==> src/hw/lpif_defs.svh <==
`ifndef LPIF_DEFS_SVH
`define LPIF_DEFS_SVH

//////////////////////////////////////////////////////////////////////
// datapath sizing, x4 lanes with 64-bit beats

`define LPIF_WORD_BITS 256
`define BEAT_BITS      64
`define NUM_BEATS      4
`define BEAT_CNT_BITS  2   // log2 of NUM_BEATS

`define AIB_LANES      4

//////////////////////////////////////////////////////////////////////
// lpif stream ids

`define MEM_CACHE_STREAM_ID 8'h1
`define IO_STREAM_ID        8'h2
`define ARB_MUX_STREAM_ID   8'h3

`endif
==> src/hw/lpif_pkg.sv <==
`include "lpif_defs.svh"

package lpif_pkg;

  typedef enum logic [2:0]
    {
     CTL_IDLE       = 3'h0,
     CTL_PHY_INIT   = 3'h1,
     CTL_CFG        = 3'h2,
     CTL_CALIB      = 3'h3,
     CTL_WAIT_ALIGN = 3'h4,
     CTL_LINK_UP    = 3'h5,
     CTL_PHY_ERR    = 3'h6
    } ctl_state_e;

  typedef logic [1:0]            protid_t;
  typedef logic [7:0]            stream_id_t;
  typedef logic [`BEAT_BITS-1:0] beat_t;

  localparam protid_t PROTID_CACHE   = 2'h0;
  localparam protid_t PROTID_IO      = 2'h1;
  localparam protid_t PROTID_ARB_MUX = 2'h2;

  // flat on the link layer side, by beat toward the phy
  typedef union packed
    {
     logic [`LPIF_WORD_BITS-1:0] flat;
     beat_t [`NUM_BEATS-1:0]     beats;   // beat 0 in the low bits
    } lpif_word_u;

  function automatic protid_t stream_to_protid(input stream_id_t stream);
    case (stream)
      `MEM_CACHE_STREAM_ID: return PROTID_CACHE;
      `IO_STREAM_ID:        return PROTID_IO;
      `ARB_MUX_STREAM_ID:   return PROTID_ARB_MUX;
      default:              return PROTID_CACHE;
    endcase
  endfunction

  function automatic stream_id_t protid_to_stream(input protid_t protid);
    case (protid)
      PROTID_CACHE:   return `MEM_CACHE_STREAM_ID;
      PROTID_IO:      return `IO_STREAM_ID;
      PROTID_ARB_MUX: return `ARB_MUX_STREAM_ID;
      default:        return `MEM_CACHE_STREAM_ID;  // reserved code
    endcase
  endfunction

endpackage

==> src/hw/lpif_link_ctl.sv <==
`include "lpif_defs.svh"

module lpif_link_ctl
  import lpif_pkg::*;
  (
   input  logic                  lclk,
   input  logic                  rst_n,

   // lpif downstream
   input  logic                  lp_irdy,
   input  lpif_word_u            lp_data,
   input  stream_id_t            lp_stream,
   output logic                  pl_trdy,

   // lpif upstream
   output logic                  pl_valid,
   output lpif_word_u            pl_data,
   output stream_id_t            pl_stream,

   input  logic                  lp_linkerror,

   // phy beats
   output logic                  dstrm_valid,
   output beat_t                 dstrm_data,
   output protid_t               dstrm_protid,
   input  logic                  ustrm_valid,
   input  beat_t                 ustrm_data,
   input  protid_t               ustrm_protid,

   // phy control and status
   input  logic                  i_conf_done,
   input  logic [`AIB_LANES-1:0] ms_tx_transfer_en,
   input  logic [`AIB_LANES-1:0] sl_tx_transfer_en,
   input  logic [`AIB_LANES-1:0] wa_error,
   input  logic                  align_done,
   input  logic                  align_err,
   output logic                  ns_mac_rdy,
   output logic [`AIB_LANES-1:0] ns_adapter_rstn,
   output logic                  tx_online,
   output logic                  rx_online,

   output logic                  ctl_link_up,
   output logic                  ctl_phy_err
   );

  //////////////////////////////////////////////////////////////////////
  // bring-up

  link_train_fsm u_link_train_fsm
    (
     .lclk              (lclk),
     .rst_n             (rst_n),
     .i_conf_done       (i_conf_done),
     .ms_tx_transfer_en (ms_tx_transfer_en),
     .sl_tx_transfer_en (sl_tx_transfer_en),
     .wa_error          (wa_error),
     .align_done        (align_done),
     .align_err         (align_err),
     .lp_linkerror      (lp_linkerror),
     .ns_mac_rdy        (ns_mac_rdy),
     .ns_adapter_rstn   (ns_adapter_rstn),
     .tx_online         (tx_online),
     .rx_online         (rx_online),
     .ctl_link_up       (ctl_link_up),   // gates both data paths
     .ctl_phy_err       (ctl_phy_err)
     );

  //////////////////////////////////////////////////////////////////////
  // data paths

  dstrm_beat_slicer u_dstrm_beat_slicer
    (
     .lclk         (lclk),
     .rst_n        (rst_n),
     .ctl_link_up  (ctl_link_up),
     .lp_irdy      (lp_irdy),
     .lp_data      (lp_data),
     .lp_stream    (lp_stream),
     .pl_trdy      (pl_trdy),
     .dstrm_valid  (dstrm_valid),
     .dstrm_data   (dstrm_data),
     .dstrm_protid (dstrm_protid)
     );

  ustrm_beat_gather u_ustrm_beat_gather
    (
     .lclk         (lclk),
     .rst_n        (rst_n),
     .ctl_link_up  (ctl_link_up),
     .ustrm_valid  (ustrm_valid),
     .ustrm_data   (ustrm_data),
     .ustrm_protid (ustrm_protid),
     .pl_valid     (pl_valid),
     .pl_data      (pl_data),
     .pl_stream    (pl_stream)
     );

endmodule

==> src/hw/ustrm_beat_gather.sv <==
`include "lpif_defs.svh"

module ustrm_beat_gather
  import lpif_pkg::*;
  (
   input  logic       lclk,
   input  logic       rst_n,
   input  logic       ctl_link_up,

   // phy side strobe
   input  logic       ustrm_valid,
   input  beat_t      ustrm_data,
   input  protid_t    ustrm_protid,

   // lpif side
   output logic       pl_valid,
   output lpif_word_u pl_data,
   output stream_id_t pl_stream
   );

  lpif_word_u                asm_word;
  lpif_word_u                d_asm_word;
  logic [`BEAT_CNT_BITS-1:0] beat_idx;
  logic                      take;
  logic                      last_beat;

  assign take = ustrm_valid & ctl_link_up;  // strobes ignored with link down
  assign last_beat = (beat_idx == `BEAT_CNT_BITS'(`NUM_BEATS - 1));

  // current beat merged into the partial word
  always_comb
    begin
      d_asm_word = asm_word;
      d_asm_word.beats[beat_idx] = ustrm_data;
    end

  //////////////////////////////////////////////////////////////////////
  // beat counting

  always_ff @(posedge lclk or negedge rst_n)
    if (~rst_n)
      begin
        beat_idx <= '0;
        pl_valid <= 1'b0;
      end
    else
      begin
        pl_valid <= take & last_beat;
        if (~ctl_link_up)
          beat_idx <= '0;   // restart at beat 0 on next bring-up
        else if (take)
          begin
            if (last_beat)
              beat_idx <= '0;
            else
              beat_idx <= beat_idx + 1'b1;
          end
      end

  always_ff @(posedge lclk)
    begin
      if (take)
        asm_word <= d_asm_word;
      if (take & last_beat)
        begin
          pl_data <= d_asm_word;
          pl_stream <= protid_to_stream(ustrm_protid);
        end
    end

  //////////////////////////////////////////////////////////////////////
  // checks

  // a full word takes at least NUM_BEATS strobes
  a_valid_single_pulse :
    assert property (@(posedge lclk) disable iff (~rst_n)
                     pl_valid |=> ~pl_valid)
    else $error("pl_valid high on two consecutive cycles");

endmodule

==> src/hw/dstrm_beat_slicer.sv <==
`include "lpif_defs.svh"

module dstrm_beat_slicer
  import lpif_pkg::*;
  (
   input  logic       lclk,
   input  logic       rst_n,
   input  logic       ctl_link_up,

   // lpif side
   input  logic       lp_irdy,
   input  lpif_word_u lp_data,
   input  stream_id_t lp_stream,
   output logic       pl_trdy,

   // phy side, no back-pressure
   output logic       dstrm_valid,
   output beat_t      dstrm_data,
   output protid_t    dstrm_protid
   );

  lpif_word_u                hold_word;    // word being sliced
  protid_t                   hold_protid;

  logic                      busy;
  logic [`BEAT_CNT_BITS-1:0] beat_idx;     // beats left after the selected one
  logic [`BEAT_CNT_BITS-1:0] beat_sel;
  logic                      last_beat;
  logic                      accept;

  // last beat leaves the holding register this cycle
  assign last_beat = busy & (beat_idx == '0);

  // take a new word while idle or as the last beat goes out
  assign pl_trdy = ctl_link_up & (~busy | last_beat);
  assign accept = lp_irdy & pl_trdy;

  assign beat_sel = `BEAT_CNT_BITS'(`NUM_BEATS - 1) - beat_idx;

  //////////////////////////////////////////////////////////////////////
  // beat sequencing

  always_ff @(posedge lclk or negedge rst_n)
    if (~rst_n)
      begin
        busy <= 1'b0;
        beat_idx <= '0;
        dstrm_valid <= 1'b0;
      end
    else
      begin
        dstrm_valid <= busy;
        if (accept)
          begin
            busy <= 1'b1;
            beat_idx <= `BEAT_CNT_BITS'(`NUM_BEATS - 1);
          end
        else if (last_beat)
          busy <= 1'b0;
        else if (busy)
          beat_idx <= beat_idx - 1'b1;
      end

  // capture and beat output
  always_ff @(posedge lclk)
    begin
      if (accept)
        begin
          hold_word <= lp_data;
          hold_protid <= stream_to_protid(lp_stream);
        end
      if (busy)
        begin
          dstrm_data <= hold_word.beats[beat_sel];
          dstrm_protid <= hold_protid;
        end
    end

  //////////////////////////////////////////////////////////////////////
  // checks

  a_no_trdy_link_down :
    assert property (@(posedge lclk) disable iff (~rst_n)
                     ~ctl_link_up |-> ~pl_trdy)
    else $error("pl_trdy high with link down");

  // each beat on the phy side traces back to an acceptance 2..5 edges earlier
  a_valid_bounded :
    assert property (@(posedge lclk) disable iff (~rst_n)
                     dstrm_valid |-> ($past(accept, 2) | $past(accept, 3) |
                                      $past(accept, 4) | $past(accept, 5)))
    else $error("dstrm_valid longer than one word without acceptance");

endmodule

==> src/hw/link_train_fsm.sv <==
`include "lpif_defs.svh"

module link_train_fsm
  import lpif_pkg::*;
  (
   input  logic                  lclk,
   input  logic                  rst_n,

   // phy status
   input  logic                  i_conf_done,
   input  logic [`AIB_LANES-1:0] ms_tx_transfer_en,
   input  logic [`AIB_LANES-1:0] sl_tx_transfer_en,
   input  logic [`AIB_LANES-1:0] wa_error,
   input  logic                  align_done,
   input  logic                  align_err,
   input  logic                  lp_linkerror,

   // phy control
   output logic                  ns_mac_rdy,
   output logic [`AIB_LANES-1:0] ns_adapter_rstn,
   output logic                  tx_online,
   output logic                  rx_online,

   output logic                  ctl_link_up,
   output logic                  ctl_phy_err
   );

  ctl_state_e            ctl_state, d_ctl_state;

  logic                  d_ns_mac_rdy;
  logic [`AIB_LANES-1:0] d_ns_adapter_rstn;
  logic                  d_tx_online;
  logic                  d_rx_online;

  logic                  xfer_en_all;
  logic                  phy_err;

  assign xfer_en_all = &{ms_tx_transfer_en, sl_tx_transfer_en};

  // error sources only matter once the link is up
  assign phy_err = ctl_link_up &
                   (~xfer_en_all | (|wa_error) | align_err | lp_linkerror);

  assign ctl_link_up = (ctl_state == CTL_LINK_UP);
  assign ctl_phy_err = (ctl_state == CTL_PHY_ERR);

  //////////////////////////////////////////////////////////////////////
  // bring-up sequence

  always_comb
    begin
      d_ctl_state = ctl_state;
      d_ns_mac_rdy = ns_mac_rdy;
      d_ns_adapter_rstn = ns_adapter_rstn;
      d_tx_online = tx_online;
      d_rx_online = rx_online;
      case (ctl_state)
        CTL_IDLE:
          d_ctl_state = CTL_PHY_INIT;
        CTL_PHY_INIT:
          if (i_conf_done)
            begin
              d_ns_mac_rdy = 1'b1;
              d_ctl_state = CTL_CFG;
            end
        CTL_CFG:
          begin
            d_ns_adapter_rstn = {`AIB_LANES{1'b1}};  // release all lanes together
            d_ctl_state = CTL_CALIB;
          end
        CTL_CALIB:
          if (xfer_en_all)
            begin
              d_tx_online = 1'b1;
              d_rx_online = 1'b1;
              d_ctl_state = CTL_WAIT_ALIGN;
            end
        CTL_WAIT_ALIGN:
          if (align_done)
            d_ctl_state = CTL_LINK_UP;
        CTL_LINK_UP:
          if (phy_err)
            d_ctl_state = CTL_PHY_ERR;
        CTL_PHY_ERR:
          d_ctl_state = CTL_PHY_ERR;  // sticky until reset
        default:
          d_ctl_state = CTL_IDLE;
      endcase
    end

  always_ff @(posedge lclk or negedge rst_n)
    if (~rst_n)
      begin
        ctl_state <= CTL_IDLE;
        ns_mac_rdy <= 1'b0;
        ns_adapter_rstn <= '0;
        tx_online <= 1'b0;
        rx_online <= 1'b0;
      end
    else
      begin
        ctl_state <= d_ctl_state;
        ns_mac_rdy <= d_ns_mac_rdy;
        ns_adapter_rstn <= d_ns_adapter_rstn;
        tx_online <= d_tx_online;
        rx_online <= d_rx_online;
      end

  //////////////////////////////////////////////////////////////////////
  // checks

  a_rstn_released_in_link_up :
    assert property (@(posedge lclk) disable iff (~rst_n)
                     ctl_link_up |-> &ns_adapter_rstn)
    else $error("adapter reset still asserted with link up");

endmodule

==> config.mk <==
export PLATFORM = sky130hd
export DESIGN_NAME = lpif_link_ctl
export DESIGN_NICKNAME = d
export VERILOG_FILES = /design/src/hw/lpif_pkg.sv /design/src/hw/lpif_link_ctl.sv /design/src/hw/ustrm_beat_gather.sv /design/src/hw/dstrm_beat_slicer.sv /design/src/hw/link_train_fsm.sv
export VERILOG_INCLUDE_DIRS = /design/src /design/src/hw
export SDC_FILE = /design/constraint.sdc
export NUM_CORES = 1
export LEC_CHECK = 0
export ABC_AREA = 1
export BUFFER_PORTS_ARGS = -buffer_cell sky130_fd_sc_hd__buf_2
export CAP_MARGIN = 0
export CORE_UTILIZATION = 30
export DETAILED_ROUTE_END_ITERATION = 8
export GPL_ROUTABILITY_DRIVEN = 0
export MAX_ROUTING_LAYER = met4
export PLACE_DENSITY = 0.58
export SLEW_MARGIN = 40
export SYNTH_ARGS = -nofsm -noshare
export SYNTH_HDL_FRONTEND = slang
export SYNTH_SLANG_ARGS = --single-unit
==> constraint.sdc <==
create_clock -name lclk -period 59.2 [get_ports lclk]
set_input_delay 8.88 -clock lclk [delete_from_list [all_inputs] [get_ports lclk]]
set_output_delay 8.88 -clock lclk [all_outputs]
set_load 0.01 [all_outputs]
==> reports/qor.txt <==
Ys Warns -> 0
# DRC -> 0
last element of the critical path -> pl_trdy
CTS tree -> done
Die ar. -> 0.1045 mm²
NetSw -> 0.3771 mW
Clock Tree Buf Depth -> 3
Crit-path slowest cell -> dfrtp_4
Post-Synthesis Cell Area -> 0.03095 mm²
CTS sink cnt -> 851
first-pass detailed-route iteration total -> 5
GRT Max-Usage Layer -> met2
Final Skew -> 44.64 ps
pin count of the biggest net entering global routing -> 143
setup TNS -> 0 ps
crit path launch type -> register
DR WL/cell -> 18.71 µm
routed vias/inst -> 4.412
row count -> 117
Gate Count Post-Synth -> 1741
height of the die -> 323.2 µm
clock network fraction of total power -> 0.367
All-Layer GR Usage -> 0.1395
R2R cell count -> 7
outcome -> complete, no violations
max_slew headroom -> 0.4664
final hold vios -> 0
pwr/cell area -> 38.20 mW/mm²
Worst IR Drop VDD -> 0.02876 mV
RSZ-0062 raised after global routing -> no
ratio of cells with drive above 1 in the final layout -> 0.4118
Max Cap Viol -> 0
die width -> 323.2 µm
Synth cell types -> 28
total power -> 1.483 mW
dpl hpwl -> 48580 µm
via count -> 17270
Synth Register Bits -> 851
post-CTS sizing -> 0
R2R Setup Slk -> 55410 ps
FF-to-FF End -> u_dstrm_beat_slicer.hold_word[209]$_DFFE_PP_
crit end category -> output pin
critical path class -> register to output pin
CP required -> 50320 ps
CTS Buf Count -> 89
drt total wl -> 73200 µm
DRT iter0 DRCs -> 1239
path type of the worst min-delay path -> register to register
Final Net Count -> 2819
core box area -> 0.1020 mm²
internal power -> 1.106 mW
CP Max Fanout -> 66
post-route ant nets -> 0
total grt overflow -> 0
max-slew violations -> 0
IO buf count -> 685
vias in the first global route -> 17150
Max Freq -> 0.08633 GHz
sw frac -> 0.2542
met3 Use GR -> 0.04596
GRT met1 Usage -> 0.1618
Final min period -> 11580 ps
Seq pwr share -> 0.502
area grow syn2layout -> 25.46%
Final setup viols -> 0
Initial Util -> 0.3034
sequential fraction of the synthesis area -> 0.8234
critical path arrival -> 2700 ps
critical path launch point -> u_dstrm_beat_slicer.beat_idx[0]$_DFFE_PN0P_
Synth Area per Inst -> 17.78 µm²
first-pass GRT wire length -> 106300 µm
Lkg Pwr -> 14.04 nW
Top Ports -> 692
FILL cells -> 9527
Reg clk slew, reported paths -> 60 ps
combinational power share -> 0.131
clock root buffer -> clkbuf_16
CP most frequent cell -> nor2_1
initial antenna violation count -> 17
H-tree Lvls -> 3
Worst-Margin Slew -> 800.4 ps
met2 Use GR -> 0.2245
buffer count from post-CTS setup fixing -> 0
hold buffer count at CTS -> 0
delay of the slowest critical-path stage -> 870 ps
final period utilization -> 0.1957
clock latency on the worst-skew pair -> 660 ps
Crit Reg-Reg Startpoint -> u_dstrm_beat_slicer.beat_idx[0]$_DFFE_PN0P_
crit path cell chain -> inv_4 > ha_1 > nor2_1 > nor2_1 > buf_2
-- area by class of cell --
| type | instances | area [µm²] | area share |
|---|---|---|---|
| Clock buffer | 106 | 2333 | 0.06009 |
| Tap cell | 1368 | 1712 | 0.04407 |
| Inverter | 27 | 116.4 | 0.002996 |
| Clock inverter | 54 | 528.0 | 0.01360 |
| Timing Repair Buffer | 709 | 3715 | 0.09565 |
| Multi-Input combinational cell | 781 | 4891 | 0.1259 |
| Antenna cell | 17 | 42.54 | 0.001095 |
| Sequential cell | 851 | 25500 | 0.6566 |
-- worst min-delay path by stage --
stage,from,endpoint,slack [ps],depth (start not counted)
3_3_place_gp,u_dstrm_beat_slicer.hold_protid[1]$_DFFE_PP_,u_dstrm_beat_slicer.dstrm_protid[1]$_DFFE_PP_,440,0
5_1_grt,u_dstrm_beat_slicer.hold_protid[1]$_DFFE_PP_,u_dstrm_beat_slicer.dstrm_protid[1]$_DFFE_PP_,460,0
4_1_cts,u_dstrm_beat_slicer.hold_protid[1]$_DFFE_PP_,u_dstrm_beat_slicer.dstrm_protid[1]$_DFFE_PP_,470,0
6_report,u_dstrm_beat_slicer.hold_protid[1]$_DFFE_PP_,u_dstrm_beat_slicer.dstrm_protid[1]$_DFFE_PP_,460,0
2_1_floorplan,u_dstrm_beat_slicer.hold_protid[0]$_DFFE_PP_,u_dstrm_beat_slicer.dstrm_protid[0]$_DFFE_PP_,400,0
3_5_place_dp,u_dstrm_beat_slicer.hold_protid[1]$_DFFE_PP_,u_dstrm_beat_slicer.dstrm_protid[1]$_DFFE_PP_,470,0
-- cells in the mapped netlist --
| cell | count | area [µm²] |
|---|---|---|
| edfxtp_1 | 838 | 25160 |
| nand3_1 | 4 | 20.02 |
| buf_6 | 12 | 135.1 |
| clkbuf_1 | 20 | 75.07 |
| buf_4 | 30 | 225.2 |
| nor4_1 | 2 | 12.51 |
| buf_2 | 15 | 75.07 |
| nand4_1 | 3 | 18.77 |
| clkbuf_2 | 3 | 15.01 |
| o21ai_0 | 103 | 515.5 |
| inv_1 | 25 | 93.84 |
| nand2_2 | 1 | 6.260 |
| ha_1 | 10 | 125.1 |
| inv_4 | 1 | 6.260 |
| a21oi_1 | 1 | 5.000 |
| mux2_2 | 192 | 2162 |
| nor2_1 | 138 | 518.0 |
| inv_2 | 1 | 3.750 |
| a31o_2 | 1 | 8.760 |
| nand2_1 | 220 | 825.8 |
| nor3_1 | 2 | 10.01 |
| conb_1 | 1 | 3.750 |
| nand3_2 | 1 | 10.01 |
| o21bai_1 | 1 | 7.510 |
| buf_1 | 7 | 26.28 |
| o21ai_1 | 32 | 160.2 |
| dfrtp_1 | 13 | 325.3 |
| o22ai_1 | 64 | 400.4 |
-- placed cells by master, fill, tap and decap left out, types with 2 or more instances in the layout --
cell	Yosys	layout
buf_2	15	685
o22ai_1	64	64
buf_6	12	9
buf_16	0	2
dfrtp_1	13	10
inv_1	25	22
nand2_1	220	220
clkinv_1	0	22
mux2_2	192	192
edfxtp_1	838	838
ha_4	0	4
inv_2	1	3
clkinv_16	0	2
conb_1	1	6
o21ai_1	32	32
bufinv_16	0	7
o21ai_0	103	103
clkbuf_16	0	91
clkinv_4	0	3
buf_12	0	2
dfrtp_4	0	2
diode_2	0	17
nor2_1	138	137
nand4_1	3	3
ha_1	10	6
nor4_1	2	2
inv_16	0	2
inv_6	0	3
buf_4	30	10
clkinv_2	0	12
clkinvlp_4	0	3
nand3_1	4	4
clkbuf_1	20	15
-- stage by stage --
| step | utilization | instance area, µm² | hold WS [ps] | cells | setup WS [ps] |
|---|---|---|---|---|---|
| floorplan | - | 30970 | 400.3 | 1746 | 31040 |
| global placement | 0.3509 | 35800 | 443.6 | 3732 | 46890 |
| detailed placement | 0.3516 | 35870 | 467.7 | 3734 | 47350 |
| CTS | 0.3796 | 38730 | 467.5 | 3894 | 47510 |
| global route | 0.3806 | 38830 | 460.9 | 3912 | 47360 |
| finish | 0.3806 | 38840 | 458.4 | 3913 | 47620 |
-- worst max-delay path, delay by kind of cell (launching register included) --
family / cells / cell delay [ps]
DFF: 1 / 870
adders and majority gates: 1 / 330
and+or+nand+nor: 2 / 310
buffers and inverters: 2 / 550
-- power groups by stage --
stage | sequential [mW] | clock (mW) | combinational, mW
after global routing | 0.748 | 0.582 | 0.216
after CTS | 0.745 | 0.561 | 0.197
final | 0.744 | 0.545 | 0.194
after global placement | 0.756 | 0 | 0.193
after detailed placement | 0.757 | 0 | 0.198
after floorplan | 0.767 | 0 | 0.128
-- cells by family (layout without fill, tap and decap cells) --
logic type	Yosys count	in the layout	synth area share
multiplexers	192	192	0.06985
flip-flops	851	851	0.8234
buffers and inverters	114	896	0.02118
other	1	23	0.0001211
AO/OA/AOI/OAI	202	202	0.03545
AND/OR/NAND/NOR	371	371	0.04592
adder cells (fa/ha/maj)	10	10	0.004042
-- layer usage --
layer	up-vias	wire length [µm]
li1	8015	-
met1	8420	29340
met2	715	35180
met3	116	6633
met4	0	2047
met5	-	0
-- state kept, by name, indices dropped and copies added, names as in the netlist, 3 cells and up --
register and count:
u_dstrm_beat_slicer.hold_word 256, u_ustrm_beat_gather.asm_word 256, u_ustrm_beat_gather.pl_data 256, u_dstrm_beat_slicer.dstrm_data 64
u_link_train_fsm.ctl_state 3
Note: power is estimated with default switching activity, not from simulation.
